**src/soc_pkg.sv**
```systemverilog
/* Shared widths, region map and response codes for the SoC fabric.
   Imported by every fabric module. */
package soc_pkg;

   typedef logic [63:0] addr_t;
   typedef logic [63:0] data_t;
   typedef logic [7:0]  strb_t;
   typedef logic [1:0]  resp_t;

   localparam resp_t RESP_OKAY   = 2'd0;
   localparam resp_t RESP_SLVERR = 2'd2;
   localparam resp_t RESP_DECERR = 2'd3;

   typedef enum logic [2:0] {
      REG_ROM    = 3'd0,
      REG_APB    = 3'd1,
      REG_CLINT  = 3'd2,
      REG_SLM    = 3'd3,
      REG_SLMDDR = 3'd4,
      REG_DRAM   = 3'd5
   } region_e;

   localparam int NUM_REGIONS   = 6;
   // APB has no memory port
   localparam int NUM_MEM_PORTS = 5;

   typedef logic [2:0]  mem_idx_t;
   typedef logic [31:0] apb_addr_t;
   typedef logic [31:0] apb_data_t;

   // --------------------------------------------------
   // Default address map
   localparam addr_t ROM_BASE    = 64'h0000_0000_0001_0000;
   localparam addr_t ROM_LEN     = 64'h0000_0000_0001_0000;
   localparam addr_t APB_BASE    = 64'h0000_0000_6000_0000;
   localparam addr_t APB_LEN     = 64'h0000_0000_1000_0000;
   localparam addr_t CLINT_BASE  = 64'h0000_0000_0200_0000;
   localparam addr_t CLINT_LEN   = 64'h0000_0000_000C_0000;
   localparam addr_t SLM_BASE    = 64'h0000_0000_0400_0000;
   localparam addr_t SLM_LEN     = 64'h0000_0000_0400_0000;
   localparam addr_t SLMDDR_BASE = 64'h0000_0000_C000_0000;
   localparam addr_t SLMDDR_LEN  = 64'h0000_0000_4000_0000;
   localparam addr_t DRAM_BASE   = 64'h0000_0000_8000_0000;
   localparam addr_t DRAM_LEN    = 64'h0000_0000_2000_0000;

endpackage

```
**src/apb_bridge.sv**
```systemverilog
`timescale 1ns/1ps
/* Bridge from a single 64-bit request to one 32-bit APB transfer.
   Address bit 2 picks the data half; the response is valid for one cycle. */
module apb_bridge
   import soc_pkg::*;
(
   input  logic      clk,
   input  logic      rst_n_i,
   // Request from the router
   input  logic      br_req_valid_i,
   output logic      br_req_ready_o,
   input  logic      br_write_i,
   input  addr_t     br_addr_i,
   input  data_t     br_wdata_i,
   input  strb_t     br_strb_i,
   // Response, always taken by the router
   output logic      br_rsp_valid_o,
   output data_t     br_rsp_rdata_o,
   output resp_t     br_rsp_resp_o,
   // APB
   output logic      psel_o,
   output logic      penable_o,
   output logic      pwrite_o,
   output apb_addr_t paddr_o,
   output apb_data_t pwdata_o,
   input  apb_data_t prdata_i,
   input  logic      pready_i,
   input  logic      pslverr_i
);

   typedef enum logic [1:0] {ST_IDLE, ST_SETUP, ST_ACCESS, ST_RESP} state_e;

   state_e    state_q;
   logic      upper_q;
   apb_addr_t paddr_q;
   logic      pwrite_q;
   apb_data_t pwdata_q;
   apb_data_t prdata_q;
   logic      pslverr_q;
   logic [3:0] lane_strb;
   apb_data_t lane_mask;
   apb_data_t wdata_half;

   // --------------------------------------------------
   // Write lane selection
   assign lane_strb  = br_addr_i[2] ? br_strb_i[7:4] : br_strb_i[3:0];
   assign wdata_half = br_addr_i[2] ? br_wdata_i[63:32] : br_wdata_i[31:0];
   // APB has no strobes, disabled bytes go out as zero
   assign lane_mask  = {{8{lane_strb[3]}}, {8{lane_strb[2]}},
                        {8{lane_strb[1]}}, {8{lane_strb[0]}}};

   always_ff @(posedge clk) begin
      if (!rst_n_i) begin
         state_q <= ST_IDLE;
      end else begin
         case (state_q)
            ST_IDLE:   if (br_req_valid_i) state_q <= ST_SETUP;
            ST_SETUP:  state_q <= ST_ACCESS;
            ST_ACCESS: if (pready_i) state_q <= ST_RESP;
            default:   state_q <= ST_IDLE;
         endcase
      end
   end

   always_ff @(posedge clk) begin
      if (state_q == ST_IDLE && br_req_valid_i) begin
         paddr_q  <= br_addr_i[31:0];
         pwrite_q <= br_write_i;
         pwdata_q <= wdata_half & lane_mask;
         upper_q  <= br_addr_i[2];
      end
      if (state_q == ST_ACCESS && pready_i) begin
         prdata_q  <= prdata_i;
         pslverr_q <= pslverr_i;
      end
   end

   assign br_req_ready_o = (state_q == ST_IDLE);
   assign psel_o         = (state_q == ST_SETUP) || (state_q == ST_ACCESS);
   assign penable_o      = (state_q == ST_ACCESS);
   assign pwrite_o       = pwrite_q;
   assign paddr_o        = paddr_q;
   assign pwdata_o       = pwdata_q;

   // Read word lands in the half it was addressed from
   assign br_rsp_valid_o = (state_q == ST_RESP);
   assign br_rsp_rdata_o = upper_q ? {prdata_q, 32'h0} : {32'h0, prdata_q};
   assign br_rsp_resp_o  = pslverr_q ? RESP_SLVERR : RESP_OKAY;

   // Access phase stays selected with its fields held until pready
   a_access_hold : assert property (@(posedge clk) disable iff (!rst_n_i)
      penable_o && !pready_i |=> psel_o && penable_o && $stable({paddr_o, pwrite_o, pwdata_o}))
      else $error("apb_bridge: access phase dropped or changed before pready");

endmodule

```
**config.mk**
```make
export PLATFORM = sky130hd
export DESIGN_NAME = apb_bridge
export DESIGN_NICKNAME = d
export VERILOG_FILES = /design/src/soc_pkg.sv /design/src/apb_bridge.sv
export SDC_FILE = /design/constraint.sdc
export NUM_CORES = 1
export LEC_CHECK = 0
export BUFFER_PORTS_ARGS = -buffer_cell sky130_fd_sc_hd__buf_2
export CAP_MARGIN = 10
export CORE_ASPECT_RATIO = 1.4
export CORE_MARGIN = 8
export CORE_UTILIZATION = 35
export DETAILED_ROUTE_END_ITERATION = 12
export GPL_TIMING_DRIVEN = 0
export PLACE_DENSITY = 0.72
export RECOVER_POWER = 25
export SLEW_MARGIN = 20
export SYNTH_ARGS = -nofsm -noshare
export SYNTH_HDL_FRONTEND = slang
export SYNTH_SLANG_ARGS = --single-unit
export TNS_END_PERCENT = 10
```
**constraint.sdc**
```tcl
create_clock -name clk -period 3.5 [get_ports clk]
set_clock_uncertainty 0.05 [all_clocks]
set_input_delay 0.175 -clock clk [delete_from_list [all_inputs] [get_ports clk]]
set_output_delay 0.175 -clock clk [all_outputs]
set_load 0.05 [all_outputs]
```
Yosys cells after proc, flatten, opt, wreduce, memory -nomap -nowiden
Index checks and enable logic that the tools add are counted.

operators by class
  eq/ne operators = 5
  muxes and demuxes = 7
  bitwise gates (word level) = 1
  reduce and logical (&&, ||, !) cells = 5

operator list
  cell                number
  $mux 64             1
  $and 32x32->32      1
  $mux 32             1
  $mux 2              3
  $pmux 2 s3          1
  $eq 2x2->1 const B  2
  $mux 4              1
  $eq 2x1->1 const B  1
  $logic_and 1x1->1   2
  $logic_not 2->1     1
  $ne 2x1->1 const B  1
  $ne 2x2->1 const B  1
  $reduce_and 2->1    1
  $logic_or 1x1->1    1

word-level totals
  flip-flop bits (word level) = 101
  input port bits = 174
  output and inout port bits = 135
  word-level logic and storage cells = 25

Logic depth before layout (Yosys ltp)
Gate-level depths: netlist of the first run.

  word-level depth = 3
  depth in mapped cells = 5
  gate-level depth less buffers = 5

Worst setup path before layout of the first run
OpenSTA, ideal clock, no wires.

  path type = reg2reg
  start = register state_q[0]
  end = register paddr_q[0] (netlist: paddr_o[0]), enable pin
  library setup time = 0.430 ns
  arrival time = 2.535 ns
  required time = 3.020 ns
  slack = 0.486 ns
  cell stages (with the launch flop) = 4
  path buffers = 0
  clock period less this slack = 3.014 ns
  path through = dfxtp_1 inv_1 ha_1 and2_1

on the way
  cells in the longest elaborated chain, start to end = 2

ends and longest elaborated chain
  what                    RTL line          RTL
  start, declared         apb_bridge.sv:33  state_e state_q;
  start signal, assigned  apb_bridge.sv:54  state_q <= ST_IDLE;
  start signal, assigned  apb_bridge.sv:57  ST_IDLE: if (br_req_valid_i) state_q <= ST_SETUP;
  start signal, assigned  apb_bridge.sv:58  ST_SETUP: state_q <= ST_ACCESS;
  $logic_not 2->1         -
  net br_req_ready_o      apb_bridge.sv:11  output logic br_req_ready_o,
  $logic_and 1x1->1       apb_bridge.sv:66  if (state_q == ST_IDLE && br_req_valid_i) begin
  end signal, assigned    apb_bridge.sv:67  paddr_q <= br_addr_i[31:0];
  end, declared           apb_bridge.sv:35  apb_addr_t paddr_q;

The timed path passes the listed nets, and every way through them passes these cells.
A chain may end at the register's enable or synchronous reset.

==> results of run 1 <==
==> registers in the layout (all words and copies together) (netlist names) <==
| name | cells |
|---|---|
| paddr_o | 32 |
| prdata_q | 32 |
| pslverr_q | 1 |
| pwdata_o | 32 |
| pwrite_o | 1 |
| state_q | 2 |
==> area by class of cell <==
type	instances	area [µm²]
plain buffers	19	103
repair buffers	342	2060
clock inverters	5	36.3
clock buffers	11	233
multi-input cells	126	878
well taps	144	180
fillers	908	4740
inverters	3	11.3
flip-flops and latches	100	2980
==> power by group <==
part           internal, W  switching, W
Sequential         0.00158     0.0000602
Clock             0.000484      0.000416
Combinational     0.000405       0.00132
Total              0.00247       0.00180
==> routing by layer <==
layer  GRT usage, %  share of wire (%)  vias to the layer above
li1               -                  -                     1603
met1           13.9                 34                     1492
met2           30.0                 53                      183
met3           7.16                 10                       24
met4           7.36                3.0                        0
met5              0                  0                        -
==> through the flow <==
step	std cells	cell area (µm²)	total power [W]
2_1_floorplan	248	3980	0.00290
4_1_cts	750	6500	0.00431
5_1_grt	750	6490	0.00443
6_report	750	6490	0.00427
3_5_place_dp	669	5580	0.00335
3_3_place_gp	667	5540	0.00331
==> logic make-up after synthesis <==
| family | synth area share, % |
|---|---|
| buffers and inverters | 3.05 |
| other | 0.0942 |
| adders and majority gates | 1.26 |
| AOI/OAI and AO/OA | 7.20 |
| and+or+nand+nor | 13.2 |
| muxes | 0.252 |
| DFF | 75.0 |
==> path summary, 6_finish.rpt <==
kind / from / end / slack (ns) / depth (start not counted)
min reg2reg: state_q[0] / state_q[0] / 0.47 / 1
max reg2reg: state_q[0] / pwdata_o[14] / 1.76 / 4
min: br_wdata_i[31] / pwdata_o[31] / 0.08 / 2
max: paddr_o[2] / br_rsp_rdata_o[61] / 1.57 / 4
==> cells in the final DEF (no fill, tap or decap) <==
master / n
buf_4: 3
and2_2: 3
buf_6: 2
nor2b_1: 35
conb_1: 1
and2b_4: 1
and2_4: 3
buf_12: 2
mux2i_1: 1
clkbuf_2: 1
clkbuf_16: 9
dfxtp_1: 2
inv_6: 1
a21oi_1: 1
dlygate4sd3_1: 65
clkinvlp_4: 3
o21a_1: 1
o31a_1: 1
nand3_1: 4
inv_1: 3
and2_1: 32
o21ai_0: 4
clkinv_2: 1
clkbuf_1: 15
edfxtp_1: 98
and2b_1: 1
ha_1: 4
buf_2: 275
nand2_1: 6
a22o_1: 28
==> flow_summary_export.csv, run 1 <==
group,metric,value,unit
global_routing,grt_overflow,0,
sta,tns,0,ns
global_routing,grt_pass1_vias,3684,
synth,synth_ff_type,"edfxtp_1",
drt,vias,3302,
clock_network,clock-sinks,100,
hold_path,hold_path_class,"input pin to register",
critical_path,cpMostUsedCell,"buf_2",
sta,setup_ws,1.57,ns
synth,yosys.area.top_type,"edfxtp_1",
die,dieArea,15100,µm²
synth,netlist_area,3980,µm²
outcome,status,"finished, final reports clean",
synth,avgSynthCellArea,16.0,µm²
drt,drt_pass1_iterations,4,
drt,drt_iter0_drc,83,
sta,hold_viol,0,
finish,utilization,57.8,%
clock_network,htree_levels,3,
global_routing,grtUsageTotal,15.9,%
sta,hold_ws,0.0752,ns
job,drv_cap,0,
clock_network,cts_resized,0,
drt,via_per_inst,4.40,
clock_network,cts_made_buffers,9,
critical_path,path_class,"register to output pin",
drt,routedWlPerCell,16.9,µm
critical_path,end_kind,"output pin",
synth,synth_top_area_share,74.0,%
synth,yosysMostFrequentCell,"edfxtp_1",
placement,gp_congestion,0.823,
power,p_leak,2.93,nW
clock_network,cts.clk_slew.worst_paths,0.07,ns
placement,post-place-ws,1.77,ns
critical_path,cp.required,3.27,ns
synth,synth_commonest_cells,"98 x edfxtp_1, 35 x nor2b_1, 34 x and2_1",
sta,fmax,519,MHz
placement,hpwl,9980,µm
sta,fin_crit_sh,55.1,%
clock_network,cts_tree,"done",
global_routing,antenna_found_initial,0,
synth,synth-seq-cells,100,
drt,antenna_left,0,
die,row_count,46,
power,powerDensity,658,nW/µm²
clock_network,worstSkewPairLatency,0.33,ns
synth,synth.distinct_cells,23,
die,core_area,11200,µm²
global_routing,grt_first_pass_wirelength,18500,µm
finish,drive_above_1_share,50.2,%
sta,rsz0062_at_grt,"no",
critical_path,startpoint_type,"register",
drt,drc,0,
critical_path,arrival,1.70,ns
critical_path,critPathMaxFanout,10,
synth,yosys-top-cells-area,"edfxtp_1 74%, a22o_1 6.2%, nor2b_1 5.5%",
sta,finalSetupViolCount,0,
critical_path,cp_num_buf_inv,3,
sta,drv_slew,0,
finish,syn_to_final_growth,63.1,%
critical_path,slowest_stage,"edfxtp_1",
synth,synth_edf_count,98,
die,initial_utilization,35.5,%
sta,min_period,1.93,ns
clock_network,cts_setup_buffers,0,
synth,synth_fp_nets,426,
drt,totalWireLength,12700,µm
clock_network,cts_root_buf,"clkbuf_16",
placement,place.port_buffers,275,
synth,seq_area_frac_synth,75.0,%
die,die_h,142,µm
clock_network,clockBufferDepth,2,
synth,synthArstFlopShare,0,%
finish,diodes,0,
critical_path,path_delay_family,"buffers and inverters",
synth,syn_inst,248,
die,die_w,106,µm
critical_path,crit_chain,"buf_2, clkbuf_1, and2_1, buf_2",
critical_path,slowest_delay,0.36,ns
power,ir_drop,0.794,mV
global_routing,grt_max_degree,41,
clock_network,cts_hold_buf,65,
finish,finalNetCount,779,
synth,yosysWarningCount,0,
die,pin_count,309,
Power figures use the tool's default switching activity.
==> run 2, diff against run 1 <==
--- a/config.mk
+++ b/config.mk
@@ -5,6 +5,7 @@
 export SDC_FILE = /design/constraint.sdc
 export NUM_CORES = 1
 export LEC_CHECK = 0
+export ABC_AREA = 1
 export BUFFER_PORTS_ARGS = -buffer_cell sky130_fd_sc_hd__buf_2
 export CAP_MARGIN = 10
 export CORE_ASPECT_RATIO = 1.4
==> constraint.sdc (replaced) <==
create_clock -name clk -period 1.6 [get_ports clk]
set_clock_uncertainty 0.05 [all_clocks]
set_input_delay 0.08 -clock clk [delete_from_list [all_inputs] [get_ports clk]]
set_output_delay 0.08 -clock clk [all_outputs]
set_load 0.05 [all_outputs]
==> flow_summary_export.csv, run 2 <==
group,metric,value,unit
finish,stdcell_area,7350,µm²
sta,hold_viol,0,
synth,yosysMostFrequentCell,"inv_1",
synth,synth-seq-cells,100,
global_routing,grtUsageTotal,16.9,%
synth,synth_top_area_share,66.0,%
finish,multiInputGateArea,905,µm²
die,dieArea,16700,µm²
synth,avgSynthCellArea,10.1,µm²
sta,rsz0062_at_grt,"yes",
finish,final_cell_mix,"211 x buf_2, 135 x inv_1, 105 x nand2_1, 98 x edfxtp_1, 67 x dlygate4sd3_1",
drt,totalWireLength,15000,µm
die,die_w,111,µm
critical_path,cpMostUsedCell,"buf_6",
hold_path,hold_path_class,"input pin to register",
finish,diodes,0,
sta,min_period,1.61,ns
global_routing,grt_first_pass_wirelength,22200,µm
finish,syn_to_final_growth,64.9,%
critical_path,slowest_stage,"edfxtp_1",
die,pin_count,309,
drt,wl_met3,1590,µm
global_routing,grt_max_degree,34,
sta,drv_slew,0,
global_routing,antenna_found_initial,0,
synth,netlist_area,4460,µm²
clock_network,cts_tree,"done",
critical_path,critPathMaxFanout,10,
drt,via_per_inst,4.26,
global_routing,grt_pass1_vias,4276,
drt,drt_pass1_iterations,4,
sta,tightest_slew,0.656,ns
die,core_area,12600,µm²
synth,synth.distinct_cells,15,
clock_network,cts.clk_slew.worst_paths,0.07,ns
drt,drt_iter0_drc,321,
drt,routedWlPerCell,15.7,µm
synth,synth_ff_type,"edfxtp_1",
critical_path,startpoint_type,"register",
critical_path,arrival,1.48,ns
critical_path,crit_chain,"buf_6, buf_4, nor2_1, buf_6",
drt,top_layer,"met4",
drt,drc,0,
synth,synth_edf_count,98,
synth,seq_area_frac_synth,66.9,%
die,row_count,49,
synth,yosys.area.top_type,"edfxtp_1",
drt,vias,4074,
drt,antenna_left,0,
sta,fin_crit_sh,101,%
power,ir_drop,0.630,mV
clock_network,clock-sinks,100,
finish,drive_above_1_share,40.4,%
outcome,violations,"setup timing",
critical_path,end_kind,"output pin",
sta,finalSetupViolCount,1,
placement,post-place-ws,-0.493,ns
sta,hold_ws,0.0511,ns
global_routing,grt_overflow,0,
critical_path,cp_num_buf_inv,3,
sta,maxSlewHeadroom,56.4,%
clock_network,worstSkewPairLatency,0.34,ns
placement,gp_congestion,0.796,
sta,fmax,620,MHz
synth,synthArstFlopShare,0,%
critical_path,path_class,"register to output pin",
finish,utilization,58.2,%
job,drv_cap,0,
drt,m1WireLength,5230,µm
finish,layout_commonest_cell,"buf_2",
finish,seq_area,2990,µm²
clock_network,cts_root_buf,"clkbuf_16",
synth,synth_fp_nets,621,
synth,syn_inst,443,
die,die_h,150,µm
critical_path,path_delay_family,"buffers and inverters",
power,p_leak,3.92,nW
critical_path,cp.required,1.47,ns
power,powerDensity,1490,nW/µm²
drt,wl_met2,7890,µm
synth,synth_commonest_cells,"139 x inv_1, 107 x nand2_1, 98 x edfxtp_1",
power,power,0.0109,W
sta,setup_ws,-0.0118,ns
die,initial_utilization,35.3,%
placement,hpwl,10900,µm
clock_network,htree_levels,3,
synth,yosys-top-cells-area,"edfxtp_1 66%, inv_1 12%, nand2_1 9.0%",
placement,dpl_cell_area,6070,µm²
outcome,status,"finished with violations",
synth,yosysWarningCount,0,
placement,place.port_buffers,275,
critical_path,slowest_delay,0.41,ns
finish,finalNetCount,977,
clock_network,clockBufferDepth,2,
clock_network,cts_made_buffers,9,
finish,fillers,1074,
## run 2: cell count changes after synthesis, moves of 9 or more
cell / previous run / this run
inv_1: 3 / 139
nand2_1: 6 / 107
nor2_1: 0 / 35
nor2b_1: 35 / 0
and2_1: 34 / 0
a22o_1: 28 / 0
o21ai_0: 4 / 32
clkbuf_1: 9 / 0
## run 2: path summary, 6_finish.rpt
path / from / end / slack [ns] / cells past startpoint
hold reg to reg: state_q[0] / state_q[0] / 0.47 / 2
setup / recovery: paddr_o[2] / br_rsp_rdata_o[10] / -0.01 / 4
setup reg to reg: state_q[1] / paddr_o[5] / 0.11 / 4
hold / removal: br_wdata_i[56] / pwdata_o[24] / 0.05 / 5
## run 2: report_power, final
part / switching (W) / leakage [nW] / internal [W]
Combinational: 0.00385 / 2.85 / 0.00128
Clock: 0.000962 / 0.134 / 0.00106
Sequential: 0.000180 / 0.942 / 0.00358
Total: 0.00499 / 3.92 / 0.00593
## run 2: cell type report
| type | instances | area share (%) |
|---|---|---|
| tap | 153 | 2.60 |
| clock inverter | 7 | 0.647 |
| clock buffer | 9 | 3.06 |
| timing repair buffer | 344 | 31.3 |
| inverter | 139 | 7.18 |
| buffer | 18 | 2.16 |
| timing repair inverter | 1 | 0.102 |
| sequential | 100 | 40.7 |
| multi-input combinational | 186 | 12.3 |
## run 2: timing repair
action,in CTS,in global routing
endpoints found under the hold margin,68,0
resized for setup,51,72
cloned,1,0
buffers inserted,1,0
endpoints found under the setup margin,125,110
hold buffers,67,0
## run 2: worst min-delay path: stages
cell	delay (ns)
buf_2	0.07
nand2_1	0.04
o21ai_0	0.06
nand2_1	0.05
inv_1	0.04
## run 2: metrics by stage
| stage | cells | setup TNS (ns) |
|---|---|---|
| 5_1_grt | 957 | -0.636 |
| 4_1_cts | 957 | -0.0177 |
| 6_report | 957 | -0.0118 |
| 3_5_place_dp | 872 | -24.54 |
| 2_1_floorplan | 443 | -33.74 |
| 3_3_place_gp | 871 | -71.90 |
## run 2: cells by family after synthesis
group                    count (synthesis)  share of synthesized area (%)
AO/OA/AOI/OAI                           38                           5.28
adder cells (fa/ha/maj)                  4                           1.12
buffers and inverters                  157                           14.5
flip-flops                             100                           66.9
other                                    1                         0.0841
AND/OR/NAND/NOR                        143                           12.1
## run 2: routing by layer
layer	vias to the layer above	GRT usage, %
li1	2031	-
met3	19	7.62
met5	-	0
met2	215	30.6
met4	0	5.95
met1	1809	16.5
==> run 3, diff against run 2 <==
--- a/config.mk
+++ b/config.mk
@@ -13,7 +13,7 @@
 export CORE_UTILIZATION = 35
 export DETAILED_ROUTE_END_ITERATION = 12
 export GPL_TIMING_DRIVEN = 0
-export PLACE_DENSITY = 0.72
+export PLACE_DENSITY = 0.78
 export RECOVER_POWER = 25
 export SLEW_MARGIN = 20
 export SYNTH_ARGS = -nofsm -noshare
==> flow_summary_export.csv, run 3 (synthesis results as in run 2) <==
group,metric,value,unit
outcome,status,"finished with violations",
outcome,violations,"setup timing",
finish,multiInputGateArea,895,µm²
die,die_h,150,µm
drt,drc,0,
drt,via_per_inst,4.32,
sta,hold_ws,0.0506,ns
clock_network,cts_setup_buffers,0,
critical_path,slowest_stage,"edfxtp_1",
placement,hpwl,10900,µm
drt,routedWlPerCell,15.5,µm
sta,hold_viol,0,
critical_path,worstReg2RegEnd,"prdata_q[18]",
power,p_leak,3.98,nW
job,drv_cap,0,
critical_path,arrival,1.58,ns
die,die_w,111,µm
finish,drive_above_1_share,41.6,%
sta,rsz0062_at_grt,"yes",
drt,drt_pass1_iterations,4,
clock_network,cts.clk_slew.worst_paths,0.08,ns
critical_path,end_kind,"output pin",
finish,finalNetCount,976,
clock_network,clockBufferDepth,2,
sta,fmax,584,MHz
placement,place.port_buffers,275,
clock_network,clock-sinks,100,
sta,maxSlewHeadroom,56.6,%
clock_network,cts_root_buf,"clkbuf_16",
sta,tightest_slew,0.649,ns
hold_path,hold_path_class,"input pin to register",
clock_network,cts_tree,"done",
critical_path,path_delay_family,"buffers and inverters",
drt,vias,4129,
die,row_count,49,
sta,setup_ws,-0.112,ns
sta,fin_crit_sh,107,%
hold_path,min_to,"pwdata_o[15]",
drt,drt_iter0_drc,315,
power,clkPwrFrac,18.3,%
placement,gp_congestion,0.836,
sta,drv_slew,0,
finish,syn_to_final_growth,67.1,%
critical_path,rrSetupSlack,-0.07,ns
hold_path,hold_start,"br_wdata_i[47]",
finish,layout_commonest_cell,"buf_2",
finish,seq_area,2990,µm²
power,netSwitchingPower,0.00500,W
critical_path,cp_num_buf_inv,3,
critical_path,crit_chain,"buf_6, clkbuf_4, nor2_1, buf_6",
global_routing,grt_max_degree,34,
sta,finalSetupViolCount,55,
power,p_sw_share,45.2,%
critical_path,cp.required,1.47,ns
critical_path,slowest_delay,0.45,ns
power,powerDensity,1480,nW/µm²
die,dieArea,16700,µm²
power,seqPwrFrac,34.2,%
power,power.internal,0.00606,W
power,ir_drop,0.747,mV
clock_network,cts_made_buffers,9,
die,initial_utilization,35.3,%
global_routing,grtUsageTotal,16.7,%
hold_path,hold_path_depth,5,
global_routing,grt_pass1_vias,4368,
critical_path,startpoint_type,"register",
critical_path,cpMostUsedCell,"buf_6",
die,core_area,12600,µm²
die,pin_count,309,
finish,diodes,0,
global_routing,grt_first_pass_wirelength,22100,µm
drt,totalWireLength,14800,µm
global_routing,antenna_found_initial,0,
power,p_comb_share,47.4,%
global_routing,grt_overflow,0,
finish,fillers,1019,
finish,final_cells,956,
drt,antenna_left,0,
finish,final_cell_mix,"218 x buf_2, 135 x inv_1, 105 x nand2_1, 98 x edfxtp_1, 67 x dlygate4sd3_1",
critical_path,r2r_start,"state_q[0]",
critical_path,critPathMaxFanout,10,
clock_network,worstSkewPairLatency,0.33,ns
sta,min_period,1.71,ns
clock_network,htree_levels,3,
critical_path,reg2regPathDepth,4,
placement,dp_cells,873,
critical_path,path_class,"register to output pin",
run 3: final cells by class:
cell class | count | share of cell area [%]
clock inverters | 6 | 0.655
multi-input cells | 186 | 12.0
plain buffers | 18 | 2.15
clock buffers | 10 | 3.07
inverters | 139 | 7.17
flip-flops and latches | 100 | 40.1
well taps | 153 | 2.57
repair buffers | 344 | 32.2
run 3: worst reg2reg max path, stage by stage (launching register included):
cell        delay (ns)
dfxtp_4           0.37
inv_4             0.05
ha_4              0.16
nand2_4           0.06
clkinvlp_4        0.52
run 3: how the worst max path moves through the flow:
stage | depth (start not counted) | end | slack (ns) | start
CTS | 4 | prdata_q[18] | -0.10 | state_q[0]
global route | 4 | br_rsp_rdata_o[26] | -0.20 | paddr_o[2]
detailed placement | 4 | pslverr_q | -0.35 | state_q[0]
finish | 4 | br_rsp_rdata_o[24] | -0.11 | paddr_o[2]
global placement | 4 | paddr_o[14] | -0.88 | state_q[1]
floorplan | 4 | paddr_o[0] | -0.48 | state_q[1]
run 3: stage by stage:
| step | utilization, % | total power (W) | area, µm² | TNS, ns | setup slack, ns |
|---|---|---|---|---|---|
| after floorplan | - | 0.00728 | 4480 | -33.74 | -0.478 |
| after global placement | 47.9 | 0.00833 | 6050 | -66.67 | -0.878 |
| after detailed placement | 48.2 | 0.00847 | 6090 | -11.59 | -0.355 |
| after CTS | 57.5 | 0.0109 | 7260 | -4.64 | -0.104 |
| after global routing | 59.0 | 0.0115 | 7450 | -9.71 | -0.200 |
| final | 59.0 | 0.0111 | 7450 | -3.07 | -0.112 |
run 3: layer usage:
layer | vias up | share of wire, % | track usage (%)
li1 | 2029 | - | -
met1 | 1862 | 37 | 16.5
met2 | 210 | 52 | 30.3
met3 | 28 | 8.5 | 5.74
met4 | 0 | 3.1 | 8.36
met5 | - | 0 | 0
run 3: timing repair:
| item | CTS | global route |
|---|---|---|
| gates resized for setup | 79 | 63 |
| endpoints found under the hold margin | 68 | 0 |
| endpoints found under the setup margin | 93 | 125 |
| hold buffers | 67 | 0 |
| pin swaps | 1 | 1 |
run 3: power groups by stage:
stage | registers, W | clock network (W) | logic [W]
floorplan | 0.00517 | 0 | 0.00212
global placement | 0.00381 | 0 | 0.00451
detailed placement | 0.00381 | 0 | 0.00466
CTS | 0.00377 | 0.00209 | 0.00503
global route | 0.00384 | 0.00218 | 0.00549
finish | 0.00378 | 0.00203 | 0.00525
